$ cat src/hw/parking_defines.svh
`ifndef PARKING_DEFINES_SVH
`define PARKING_DEFINES_SVH

// Licence plate, the top nibble carries the class code
`define PLATE_W 16

// Building layout
`define FLOORS 7            // Parking floors above the entrance
`define BAYS   14           // Left and right bay on every floor

// Billing
`define FEE_W 8             // Saturates at all ones

// Queue depths
`define ORDER_DEPTH   8
`define RECEIPT_DEPTH 4

// Class nibbles, anything else is a regular car
`define CLASS_DISABLED 4'b1001
`define CLASS_HYBRID   4'b1000

`endif

$ cat src/hw/tower_pkg.sv
`default_nettype none

`include "parking_defines.svh"

package tower_pkg;

    // Floor 0 is the entrance
    typedef logic [$clog2(`FLOORS + 1)-1:0] floor_t;

    // Bay index, even is left and odd is right
    typedef logic [$clog2(`BAYS)-1:0] bay_t;

    typedef logic [`BAYS-1:0] bay_mask_t;            // One bit per bay
    typedef logic [$clog2(`BAYS + 1)-1:0] bay_count_t;

    // Two bays per floor, starting on floor 1
    function automatic floor_t bay_floor(bay_t bay);
        return floor_t'(bay >> 1) + floor_t'(1);
    endfunction

endpackage

`default_nettype wire

$ cat src/hw/car_pkg.sv
`default_nettype none

`include "parking_defines.svh"

package car_pkg;
    import tower_pkg::*;

    typedef logic [`PLATE_W-1:0] plate_t;
    typedef logic [`FEE_W-1:0]   fee_t;

    typedef enum logic [1:0] {
        CAR_DISABLED,
        CAR_HYBRID,
        CAR_REGULAR
    } car_class_t;

    typedef struct packed {
        logic   retrieve;       // 0 park, 1 retrieve
        plate_t plate;
    } order_t;

    typedef enum logic [1:0] {
        RECEIPT_PARKED,
        RECEIPT_DEPARTED,
        RECEIPT_FULL,
        RECEIPT_NOT_FOUND
    } receipt_kind_t;

    typedef struct packed {
        receipt_kind_t kind;
        plate_t        plate;
        bay_t          bay;     // Zero when no bay was touched
        fee_t          fee;     // Only set on departure
    } receipt_t;

    // Class comes from the top nibble of the plate
    function automatic car_class_t plate_class(plate_t plate);
        case (plate[`PLATE_W-1 -: 4])
            `CLASS_DISABLED: return CAR_DISABLED;
            `CLASS_HYBRID:   return CAR_HYBRID;
            default:         return CAR_REGULAR;
        endcase
    endfunction

endpackage

`default_nettype wire

$ cat src/hw/bay_store.sv
`timescale 1ns/10ps
`default_nettype none

`include "parking_defines.svh"

module bay_store (
    input  logic                  clock,
    input  logic                  reset,
    input  logic                  fee_tick,
    input  logic                  store_en,
    input  tower_pkg::bay_t       store_bay,
    input  car_pkg::plate_t       store_plate,
    input  logic                  remove_en,
    input  tower_pkg::bay_t       remove_bay,
    input  car_pkg::plate_t       lookup_plate,
    output logic                  lookup_hit,
    output tower_pkg::bay_t       lookup_bay,
    output logic                  free_found,
    output tower_pkg::bay_t       free_bay,
    output car_pkg::fee_t         removed_fee,
    output tower_pkg::bay_count_t empty_count
);

    import car_pkg::*;
    import tower_pkg::*;

    bay_mask_t  occupied;
    plate_t     plates  [`BAYS];
    car_class_t classes [`BAYS];
    fee_t       fees    [`BAYS];

    // Occupancy
    always_ff @(posedge clock or posedge reset) begin
        if (reset) begin
            occupied <= '0;
        end else begin
            if (store_en) begin
                occupied[store_bay] <= 1'b1;
            end
            if (remove_en) begin
                occupied[remove_bay] <= 1'b0;
            end
        end
    end

    // Per bay plate, class and fee accumulator
    for (genvar i = 0; i < `BAYS; i++) begin : g_bay
        logic            store_here;
        fee_t            rate;
        logic [`FEE_W:0] fee_sum;      // One extra bit to catch overflow

        assign store_here = store_en && (store_bay == bay_t'(i));

        always_comb begin
            case (classes[i])
                CAR_DISABLED: rate = fee_t'(0);
                CAR_HYBRID:   rate = fee_t'(1);
                default:      rate = fee_t'(2);
            endcase
        end

        assign fee_sum = {1'b0, fees[i]} + {1'b0, rate};

        always_ff @(posedge clock) begin
            if (store_here) begin
                plates[i]  <= store_plate;
                classes[i] <= plate_class(store_plate);
                fees[i]    <= '0;                       // New car starts free
            end else if (fee_tick && occupied[i]) begin
                fees[i] <= fee_sum[`FEE_W] ? '1 : fee_sum[`FEE_W-1:0];
            end
        end
    end

    // Lowest free bay, scanning down so the last hit wins
    always_comb begin
        free_found = 1'b0;
        free_bay   = '0;
        for (int i = `BAYS - 1; i >= 0; i--) begin
            if (!occupied[i]) begin
                free_found = 1'b1;
                free_bay   = bay_t'(i);
            end
        end
    end

    // Lowest occupied bay holding the plate
    always_comb begin
        lookup_hit = 1'b0;
        lookup_bay = '0;
        for (int i = `BAYS - 1; i >= 0; i--) begin
            if (occupied[i] && (plates[i] == lookup_plate)) begin
                lookup_hit = 1'b1;
                lookup_bay = bay_t'(i);
            end
        end
    end

    always_comb begin
        empty_count = '0;
        for (int i = 0; i < `BAYS; i++) begin
            empty_count = empty_count + bay_count_t'(!occupied[i]);
        end
    end

    assign removed_fee = fees[remove_bay];  // Read before the bay clears

    // The controller only stores into a bay that the free search offered
    store_into_occupied: assert property (
        @(posedge clock) disable iff (reset) store_en |-> !occupied[store_bay]
    ) else $error("bay_store: store into occupied bay %0d", store_bay);

endmodule

`default_nettype wire

$ cat src/hw/elevator_controller.sv
`timescale 1ns/10ps
`default_nettype none

module elevator_controller (
    input  logic               clock,
    input  logic               reset,
    input  logic               order_valid,
    input  car_pkg::order_t    order_data,
    output logic               order_pop,
    input  logic               lookup_hit,
    input  tower_pkg::bay_t    lookup_bay,
    input  logic               free_found,
    input  tower_pkg::bay_t    free_bay,
    input  car_pkg::fee_t      removed_fee,
    output logic               store_en,
    output tower_pkg::bay_t    store_bay,
    output car_pkg::plate_t    store_plate,
    output logic               remove_en,
    output tower_pkg::bay_t    remove_bay,
    input  logic               receipt_ready,
    output logic               receipt_push,
    output car_pkg::receipt_t  receipt_data,
    output tower_pkg::floor_t  current_floor
);

    import car_pkg::*;
    import tower_pkg::*;

    typedef enum logic [1:0] {
        IDLE,
        ASCEND,
        DESCEND,
        RECEIPT
    } state_t;

    state_t        state;
    order_t        order_q;         // Order being served
    bay_t          target_bay;
    receipt_kind_t kind_q;
    fee_t          fee_q;
    floor_t        target_floor;
    logic          at_target;
    logic          order_ok;        // Head order needs a trip

    assign target_floor = bay_floor(target_bay);
    assign at_target    = (current_floor == target_floor);
    assign order_ok     = order_data.retrieve ? lookup_hit : free_found;

    // Handshakes and bay access
    assign order_pop    = (state == IDLE) && order_valid;
    assign store_en     = (state == ASCEND) && at_target && !order_q.retrieve;
    assign remove_en    = (state == ASCEND) && at_target && order_q.retrieve;
    assign store_bay    = target_bay;
    assign remove_bay   = target_bay;
    assign store_plate  = order_q.plate;
    assign receipt_push = (state == RECEIPT) && receipt_ready;

    assign receipt_data = '{
        kind:  kind_q,
        plate: order_q.plate,
        bay:   target_bay,
        fee:   fee_q
    };

    always_ff @(posedge clock or posedge reset) begin
        if (reset) begin
            state         <= IDLE;
            current_floor <= '0;
        end else begin
            case (state)
                IDLE: begin
                    if (order_pop) begin
                        state <= order_ok ? ASCEND : RECEIPT;  // Full or unknown plate
                    end
                end
                ASCEND: begin
                    if (at_target) begin
                        state <= DESCEND;       // Bay access happens this cycle
                    end else begin
                        current_floor <= current_floor + 1'b1;
                    end
                end
                DESCEND: begin
                    current_floor <= current_floor - 1'b1;
                    if (current_floor == floor_t'(1)) begin
                        state <= RECEIPT;       // Back at the entrance
                    end
                end
                RECEIPT: begin
                    if (receipt_push) begin
                        state <= IDLE;
                    end
                end
                default: state <= IDLE;
            endcase
        end
    end

    // Latched order and receipt contents
    always_ff @(posedge clock) begin
        if (order_pop) begin
            order_q <= order_data;
            fee_q   <= '0;
            if (order_data.retrieve) begin
                kind_q     <= lookup_hit ? RECEIPT_DEPARTED : RECEIPT_NOT_FOUND;
                target_bay <= lookup_hit ? lookup_bay : '0;
            end else begin
                kind_q     <= free_found ? RECEIPT_PARKED : RECEIPT_FULL;
                target_bay <= free_found ? free_bay : '0;
            end
        end
        if (remove_en) begin
            fee_q <= removed_fee;               // Fee of the departing car
        end
    end

    // Orders start and end at the entrance
    floor_at_entrance: assert property (
        @(posedge clock) disable iff (reset)
        ((state == IDLE) || (state == RECEIPT)) |-> (current_floor == '0)
    ) else $error("elevator_controller: waiting away from the entrance at floor %0d",
                  current_floor);

    // Never climbs past the target bay's floor
    floor_ceiling: assert property (
        @(posedge clock) disable iff (reset)
        (state == ASCEND) |-> (current_floor <= target_floor)
    ) else $error("elevator_controller: overshot floor %0d", target_floor);

endmodule

`default_nettype wire

$ cat src/hw/order_fifo.sv
`timescale 1ns/10ps
`default_nettype none

module order_fifo #(
    parameter int  DEPTH     = 8,
    parameter type payload_t = logic [7:0]
) (
    input  logic     clock,
    input  logic     reset,
    input  logic     push,
    input  payload_t push_data,
    output logic     push_ready,
    input  logic     pop,
    output logic     pop_valid,
    output payload_t pop_data
);

    localparam int PTR_W = (DEPTH > 1) ? $clog2(DEPTH) : 1;
    localparam int CNT_W = $clog2(DEPTH + 1);

    payload_t         slots [DEPTH];
    logic [PTR_W-1:0] wr_ptr;
    logic [PTR_W-1:0] rd_ptr;
    logic [CNT_W-1:0] count;        // Occupancy, 0 to DEPTH

    // Wrap at DEPTH so depths other than a power of two work too
    function automatic logic [PTR_W-1:0] next_ptr(logic [PTR_W-1:0] ptr);
        return (ptr == PTR_W'(DEPTH - 1)) ? '0 : ptr + 1'b1;
    endfunction

    always_ff @(posedge clock or posedge reset) begin
        if (reset) begin
            wr_ptr <= '0;
            rd_ptr <= '0;
            count  <= '0;
        end else begin
            if (push) begin
                wr_ptr <= next_ptr(wr_ptr);
            end
            if (pop) begin
                rd_ptr <= next_ptr(rd_ptr);
            end
            case ({push, pop})
                2'b10:   count <= count + 1'b1;
                2'b01:   count <= count - 1'b1;
                default: count <= count;    // Both or neither
            endcase
        end
    end

    // Storage
    always_ff @(posedge clock) begin
        if (push) begin
            slots[wr_ptr] <= push_data;
        end
    end

    assign push_ready = (count != CNT_W'(DEPTH));
    assign pop_valid  = (count != '0);
    assign pop_data   = slots[rd_ptr];      // Head is visible without a pop

    // The producer must respect push_ready
    push_when_full: assert property (
        @(posedge clock) disable iff (reset) push |-> push_ready
    ) else $error("order_fifo: push while full");

    // The consumer must respect pop_valid
    pop_when_empty: assert property (
        @(posedge clock) disable iff (reset) pop |-> pop_valid
    ) else $error("order_fifo: pop while empty");

endmodule

`default_nettype wire

$ cat src/hw/parking_tower_top.sv
`timescale 1ns/10ps
`default_nettype none

`include "parking_defines.svh"

module parking_tower_top (
    input  logic                  clock,
    input  logic                  reset,
    input  logic                  request_valid,
    input  logic                  request_retrieve,
    input  car_pkg::plate_t       request_plate,
    output logic                  request_ready,
    input  logic                  fee_tick,
    output logic                  result_valid,
    output car_pkg::receipt_t     result_data,
    input  logic                  result_ready,
    output tower_pkg::floor_t     current_floor,
    output tower_pkg::bay_count_t empty_count,
    output logic                  lot_full
);

    import car_pkg::*;
    import tower_pkg::*;

    order_t   request_order;
    logic     request_push;
    logic     order_valid;
    order_t   order_data;
    logic     order_pop;
    logic     lookup_hit;
    bay_t     lookup_bay;
    logic     free_found;
    bay_t     free_bay;
    fee_t     removed_fee;
    logic     store_en;
    bay_t     store_bay;
    plate_t   store_plate;
    logic     remove_en;
    bay_t     remove_bay;
    logic     receipt_ready;
    logic     receipt_push;
    receipt_t receipt_data;
    logic     result_pop;

    assign request_order = '{retrieve: request_retrieve, plate: request_plate};
    assign request_push  = request_valid && request_ready;   // Transfer on valid and ready
    assign result_pop    = result_valid && result_ready;
    assign lot_full      = (empty_count == '0);

    order_fifo #(
        .DEPTH     (`ORDER_DEPTH),
        .payload_t (order_t)
    ) order_queue (
        .clock      (clock),
        .reset      (reset),
        .push       (request_push),
        .push_data  (request_order),
        .push_ready (request_ready),
        .pop        (order_pop),
        .pop_valid  (order_valid),
        .pop_data   (order_data)
    );

    bay_store bay_store (
        .clock        (clock),
        .reset        (reset),
        .fee_tick     (fee_tick),
        .store_en     (store_en),
        .store_bay    (store_bay),
        .store_plate  (store_plate),
        .remove_en    (remove_en),
        .remove_bay   (remove_bay),
        .lookup_plate (order_data.plate),   // Plate of the order at the head
        .lookup_hit   (lookup_hit),
        .lookup_bay   (lookup_bay),
        .free_found   (free_found),
        .free_bay     (free_bay),
        .removed_fee  (removed_fee),
        .empty_count  (empty_count)
    );

    elevator_controller elevator_controller (
        .clock         (clock),
        .reset         (reset),
        .order_valid   (order_valid),
        .order_data    (order_data),
        .order_pop     (order_pop),
        .lookup_hit    (lookup_hit),
        .lookup_bay    (lookup_bay),
        .free_found    (free_found),
        .free_bay      (free_bay),
        .removed_fee   (removed_fee),
        .store_en      (store_en),
        .store_bay     (store_bay),
        .store_plate   (store_plate),
        .remove_en     (remove_en),
        .remove_bay    (remove_bay),
        .receipt_ready (receipt_ready),
        .receipt_push  (receipt_push),
        .receipt_data  (receipt_data),
        .current_floor (current_floor)
    );

    order_fifo #(
        .DEPTH     (`RECEIPT_DEPTH),
        .payload_t (receipt_t)
    ) receipt_queue (
        .clock      (clock),
        .reset      (reset),
        .push       (receipt_push),
        .push_data  (receipt_data),
        .push_ready (receipt_ready),
        .pop        (result_pop),
        .pop_valid  (result_valid),
        .pop_data   (result_data)
    );

endmodule

`default_nettype wire

$ cat config.mk
export PLATFORM = sky130hd
export DESIGN_NAME = parking_tower_top
export DESIGN_NICKNAME = d
export VERILOG_FILES = /design/src/hw/tower_pkg.sv /design/src/hw/car_pkg.sv /design/src/hw/bay_store.sv /design/src/hw/elevator_controller.sv /design/src/hw/order_fifo.sv /design/src/hw/parking_tower_top.sv
export VERILOG_INCLUDE_DIRS = /design/src /design/src/hw
export SDC_FILE = /design/constraint.sdc
export NUM_CORES = 1
export LEC_CHECK = 0
export BUFFER_PORTS_ARGS = -buffer_cell sky130_fd_sc_hd__buf_2
export CORE_MARGIN = 1
export CORE_UTILIZATION = 30
export CTS_CLUSTER_SIZE = 12
export DETAILED_ROUTE_END_ITERATION = 8
export PLACE_DENSITY = 0.5
export SYNTH_ARGS = -nofsm -noshare
export SYNTH_HDL_FRONTEND = slang
export SYNTH_SLANG_ARGS = --single-unit
$ cat constraint.sdc
create_clock -name clock -period 7.7 [get_ports clock]
set_input_delay 0.77 -clock clock [delete_from_list [all_inputs] [get_ports clock]]
set_output_delay 0.77 -clock clock [all_outputs]
set_load 0.1 [all_outputs]
==> results.py <==
metrics = {
    "cts": {
        "cts_setup_buffers": 0,
        "cts_inserted_buffers": 76,
        "clk_pin_slew_ns": 0.07,
        "cts_root_buf": "clkbuf_16",
        "postCtsHoldBufs": 0,
        "cts_num_sinks": 690,
        "clockBufferDepth": 3,
        "cts_resized": 0,
        "clock_latency_ns": 0.64,
        "cts_max_level": 3,
        "cts_tree": "done",
    },
    "synth": {
        "synth-seq-cells": 690,
        "synth_area_leaders": "edfxtp_1 (60%), mux4_2 (5.0%), xnor2_1 (3.3%)",
        "yosys_warnings": 0,
        "yosysTopAreaCell": "edfxtp_1",
        "synth_nets": 2444,
        "synth.distinct_cells": 88,
        "async_flop_share_pct": 5.22,
        "syn_area_mm2": 0.0327,
        "synthFlopType": "edfxtp_1",
        "synth_edf_count": 650,
        "synth_top_area_share_pct": 59.7,
        "synth_seq_area_share_pct": 62.7,
        "syn_area_per_cell_um2": 14.0,
        "synthCells": 2342,
    },
    "layout": {
        "nNetsFinal": 2549,
        "drive_gt1_share_pct": 13.8,
        "regArea_mm2": 0.0205,
        "multi_input_area_mm2": 0.0113,
        "antenna_cells": 0,
        "final_cells": 3909,
        "final_cell_mix": "edfxtp_1 (650), nand2_1 (134), inv_1 (129), xnor2_1 (124), a21oi_1 (118)",
        "fillers": 10418,
        "syn_to_final_growth_pct": 13.4,
        "final_common_cell": "edfxtp_1",
    },
    "worst_setup_path": {
        "crit_top_cell": "fa_1",
        "crit_arrival_ns": 5.52,
        "critical_path_buf_inv_count": 4,
        "path_max_fanout": 7,
        "critical_path_class": "reg2out",
        "endpoint_kind": "output pin",
        "crit_chain": "inv_1 -> ha_1 -> fa_1 -> inv_1 -> fa_1 -> inv_1 -> fa_1 -> fa_1 -> fa_1 -> fa_1 -> xor2_2 -> nor4_2 -> buf_2",
        "worstPathRequired_ns": 6.93,
        "cp-start-kind": "flop",
        "path_delay_family": "adder cells",
        "cpMaxStageDelayCell": "fa_1",
        "slowest_delay_ns": 0.54,
    },
    "sta": {
        "tns_ns": 0,
        "finalSetupViolations": 0,
        "rsz0062_at_grt": "false",
        "fmax_mhz": 159,
        "worst_slack_ns": 1.41,
        "period_share_pct": 81.6,
        "min_period_ns": 6.29,
        "max_slew_margin_pct": 22.8,
        "slew_violations": 0,
        "hold_viol_final": 0,
        "finClkSkew_ns": 0.0266,
        "worstMarginPinSlew_ns": 1.15,
    },
    "grt": {
        "grt_first_pass_wirelength_um": 136000,
        "grt_max_degree": 62,
        "antenna_found_initial": 1,
        "gr-total-overflow": 0,
        "grt.total_usage_pct": 16.6,
        "first_global_vias": 20483,
    },
    "die": {
        "die_h_um": 332,
        "core_mm2": 0.108,
        "die_w_um": 332,
        "fp-row-count": 120,
        "io_pins": 62,
        "dieArea_mm2": 0.110,
        "start_util_pct": 30.4,
    },
    "power": {
        "power_density_mw_per_mm2": 448,
        "ir_drop_mv": 0.820,
        "p_leak_nw": 12.6,
    },
    "placement": {
        "place_congestion": 0.878,
        "post-place-ws_ns": 2.07,
        "hpwl_um": 62500,
        "io_buffer_count": 61,
        "dpl.cell_count": 3772,
    },
    "detailed_routing": {
        "drtAntennaViolNets": 0,
        "routed_via_density": 5.20,
        "vias": 20317,
        "drc_errors": 0,
        "totalWireLength_um": 91700,
        "dr.pass1.iters": 5,
        "first_iter_violations": 1957,
        "wl_per_cell_um": 23.5,
    },
    "hold_path": {
        "hp-class": "in2async",
    },
    "status": {
        "status": "finished clean",
    },
    "flow_run": {
        "max_cap_viol_count": 0,
    },
}
-- area by class of cell --
type | count | share of cell area (%)
clock inverters | 34 | 0.645
inverters | 131 | 1.33
well taps | 1403 | 4.74
repair buffers | 104 | 1.69
multi-input cells | 1444 | 30.6
clock buffers | 103 | 5.66
flip-flops and latches | 690 | 55.3
-- Yosys cell counts (49+ instances only) --
master / count
nand3_1: 80
mux2i_1: 56
nand2_1: 134
edfxtp_1: 650
inv_1: 130
o21ai_0: 90
ha_1: 56
or3_1: 58
mux4_2: 72
nor2_1: 82
xor2_1: 96
nor4_1: 49
xnor2_1: 125
a21oi_1: 118
nor3_1: 53
-- sequential cells by signal, summed over array words and instances (netlist names), 3 cells and up, named ones only --
name	count
bay_store.classes	28
bay_store.fees	112
bay_store.occupied	14
bay_store.plates	224
elevator_controller.current_floor	3
elevator_controller.fee_q	8
elevator_controller.remove_bay	4
elevator_controller.store_plate	16
order_queue.count	4
order_queue.rd_ptr	3
order_queue.slots	136
order_queue.wr_ptr	3
receipt_queue.count	3
receipt_queue.slots	120
-- power breakdown --
part	leakage [nW]	internal, mW	total (mW)	switching, mW
Combinational	4.99	2.11	7.41	5.30
Sequential	6.46	4.91	5.67	0.759
Clock	1.15	1.98	3.51	1.53
-- per-layer routing --
metal | share of wire (%) | GRT usage (%)
met5 | 0 | 0
met2 | 47 | 26.8
met3 | 5.8 | 2.38
met4 | 2.8 | 5.08
met1 | 45 | 23.1
-- kinds of logic after synthesis --
group | count (synthesis) | share of synthesized area [%]
AOI/OAI and AO/OA | 319 | 5.98
xor gates and xnor gates | 223 | 6.02
adders and majority gates | 80 | 3.61
buffers and inverters | 208 | 2.83
DFF | 690 | 62.7
muxes | 147 | 7.41
and+or+nand+nor | 675 | 11.4
-- final timing paths --
kind | to | depth (start not counted) | startpoint | slack, ns
max | lot_full | 13 | bay_store.occupied[0]$_DFF_PP0_ | 1.41
min | order_queue.rd_ptr[2]$_DFFE_PP0P_ | 2 | reset | 0.36
max reg2reg | elevator_controller.kind_q[1]$_DFFE_PP_ | 11 | order_queue.rd_ptr[2]$_DFFE_PP0P_ | 2.71
min reg2reg | receipt_queue.slots[1][2]$_DFFE_PP_ | 0 | elevator_controller.fee_q[2]$_SDFFCE_PN0P_ | 0.50
max in group asynchronous | order_queue.rd_ptr[0]$_DFFE_PP0P_ | 2 | reset | 6.65
min in group clock | order_queue.slots[4][14]$_DFFE_PP_ | 1 | request_plate[14] | 0.40
-- stage by stage --
step / total power, mW / util, % / hold slack (ns) / cell area [um^2]
finish: 16.6 / 34.5 / 0.363 / 37100
global route: 17.3 / 34.5 / 0.397 / 37100
CTS: 16.7 / 34.5 / 0.360 / 37100
detailed placement: 13.2 / 32.3 / 0.495 / 34700
global placement: 13.1 / 32.3 / 0.476 / 34700
floorplan: 10.9 / - / 0.459 / 32700
Power figures use the tool's default switching activity.
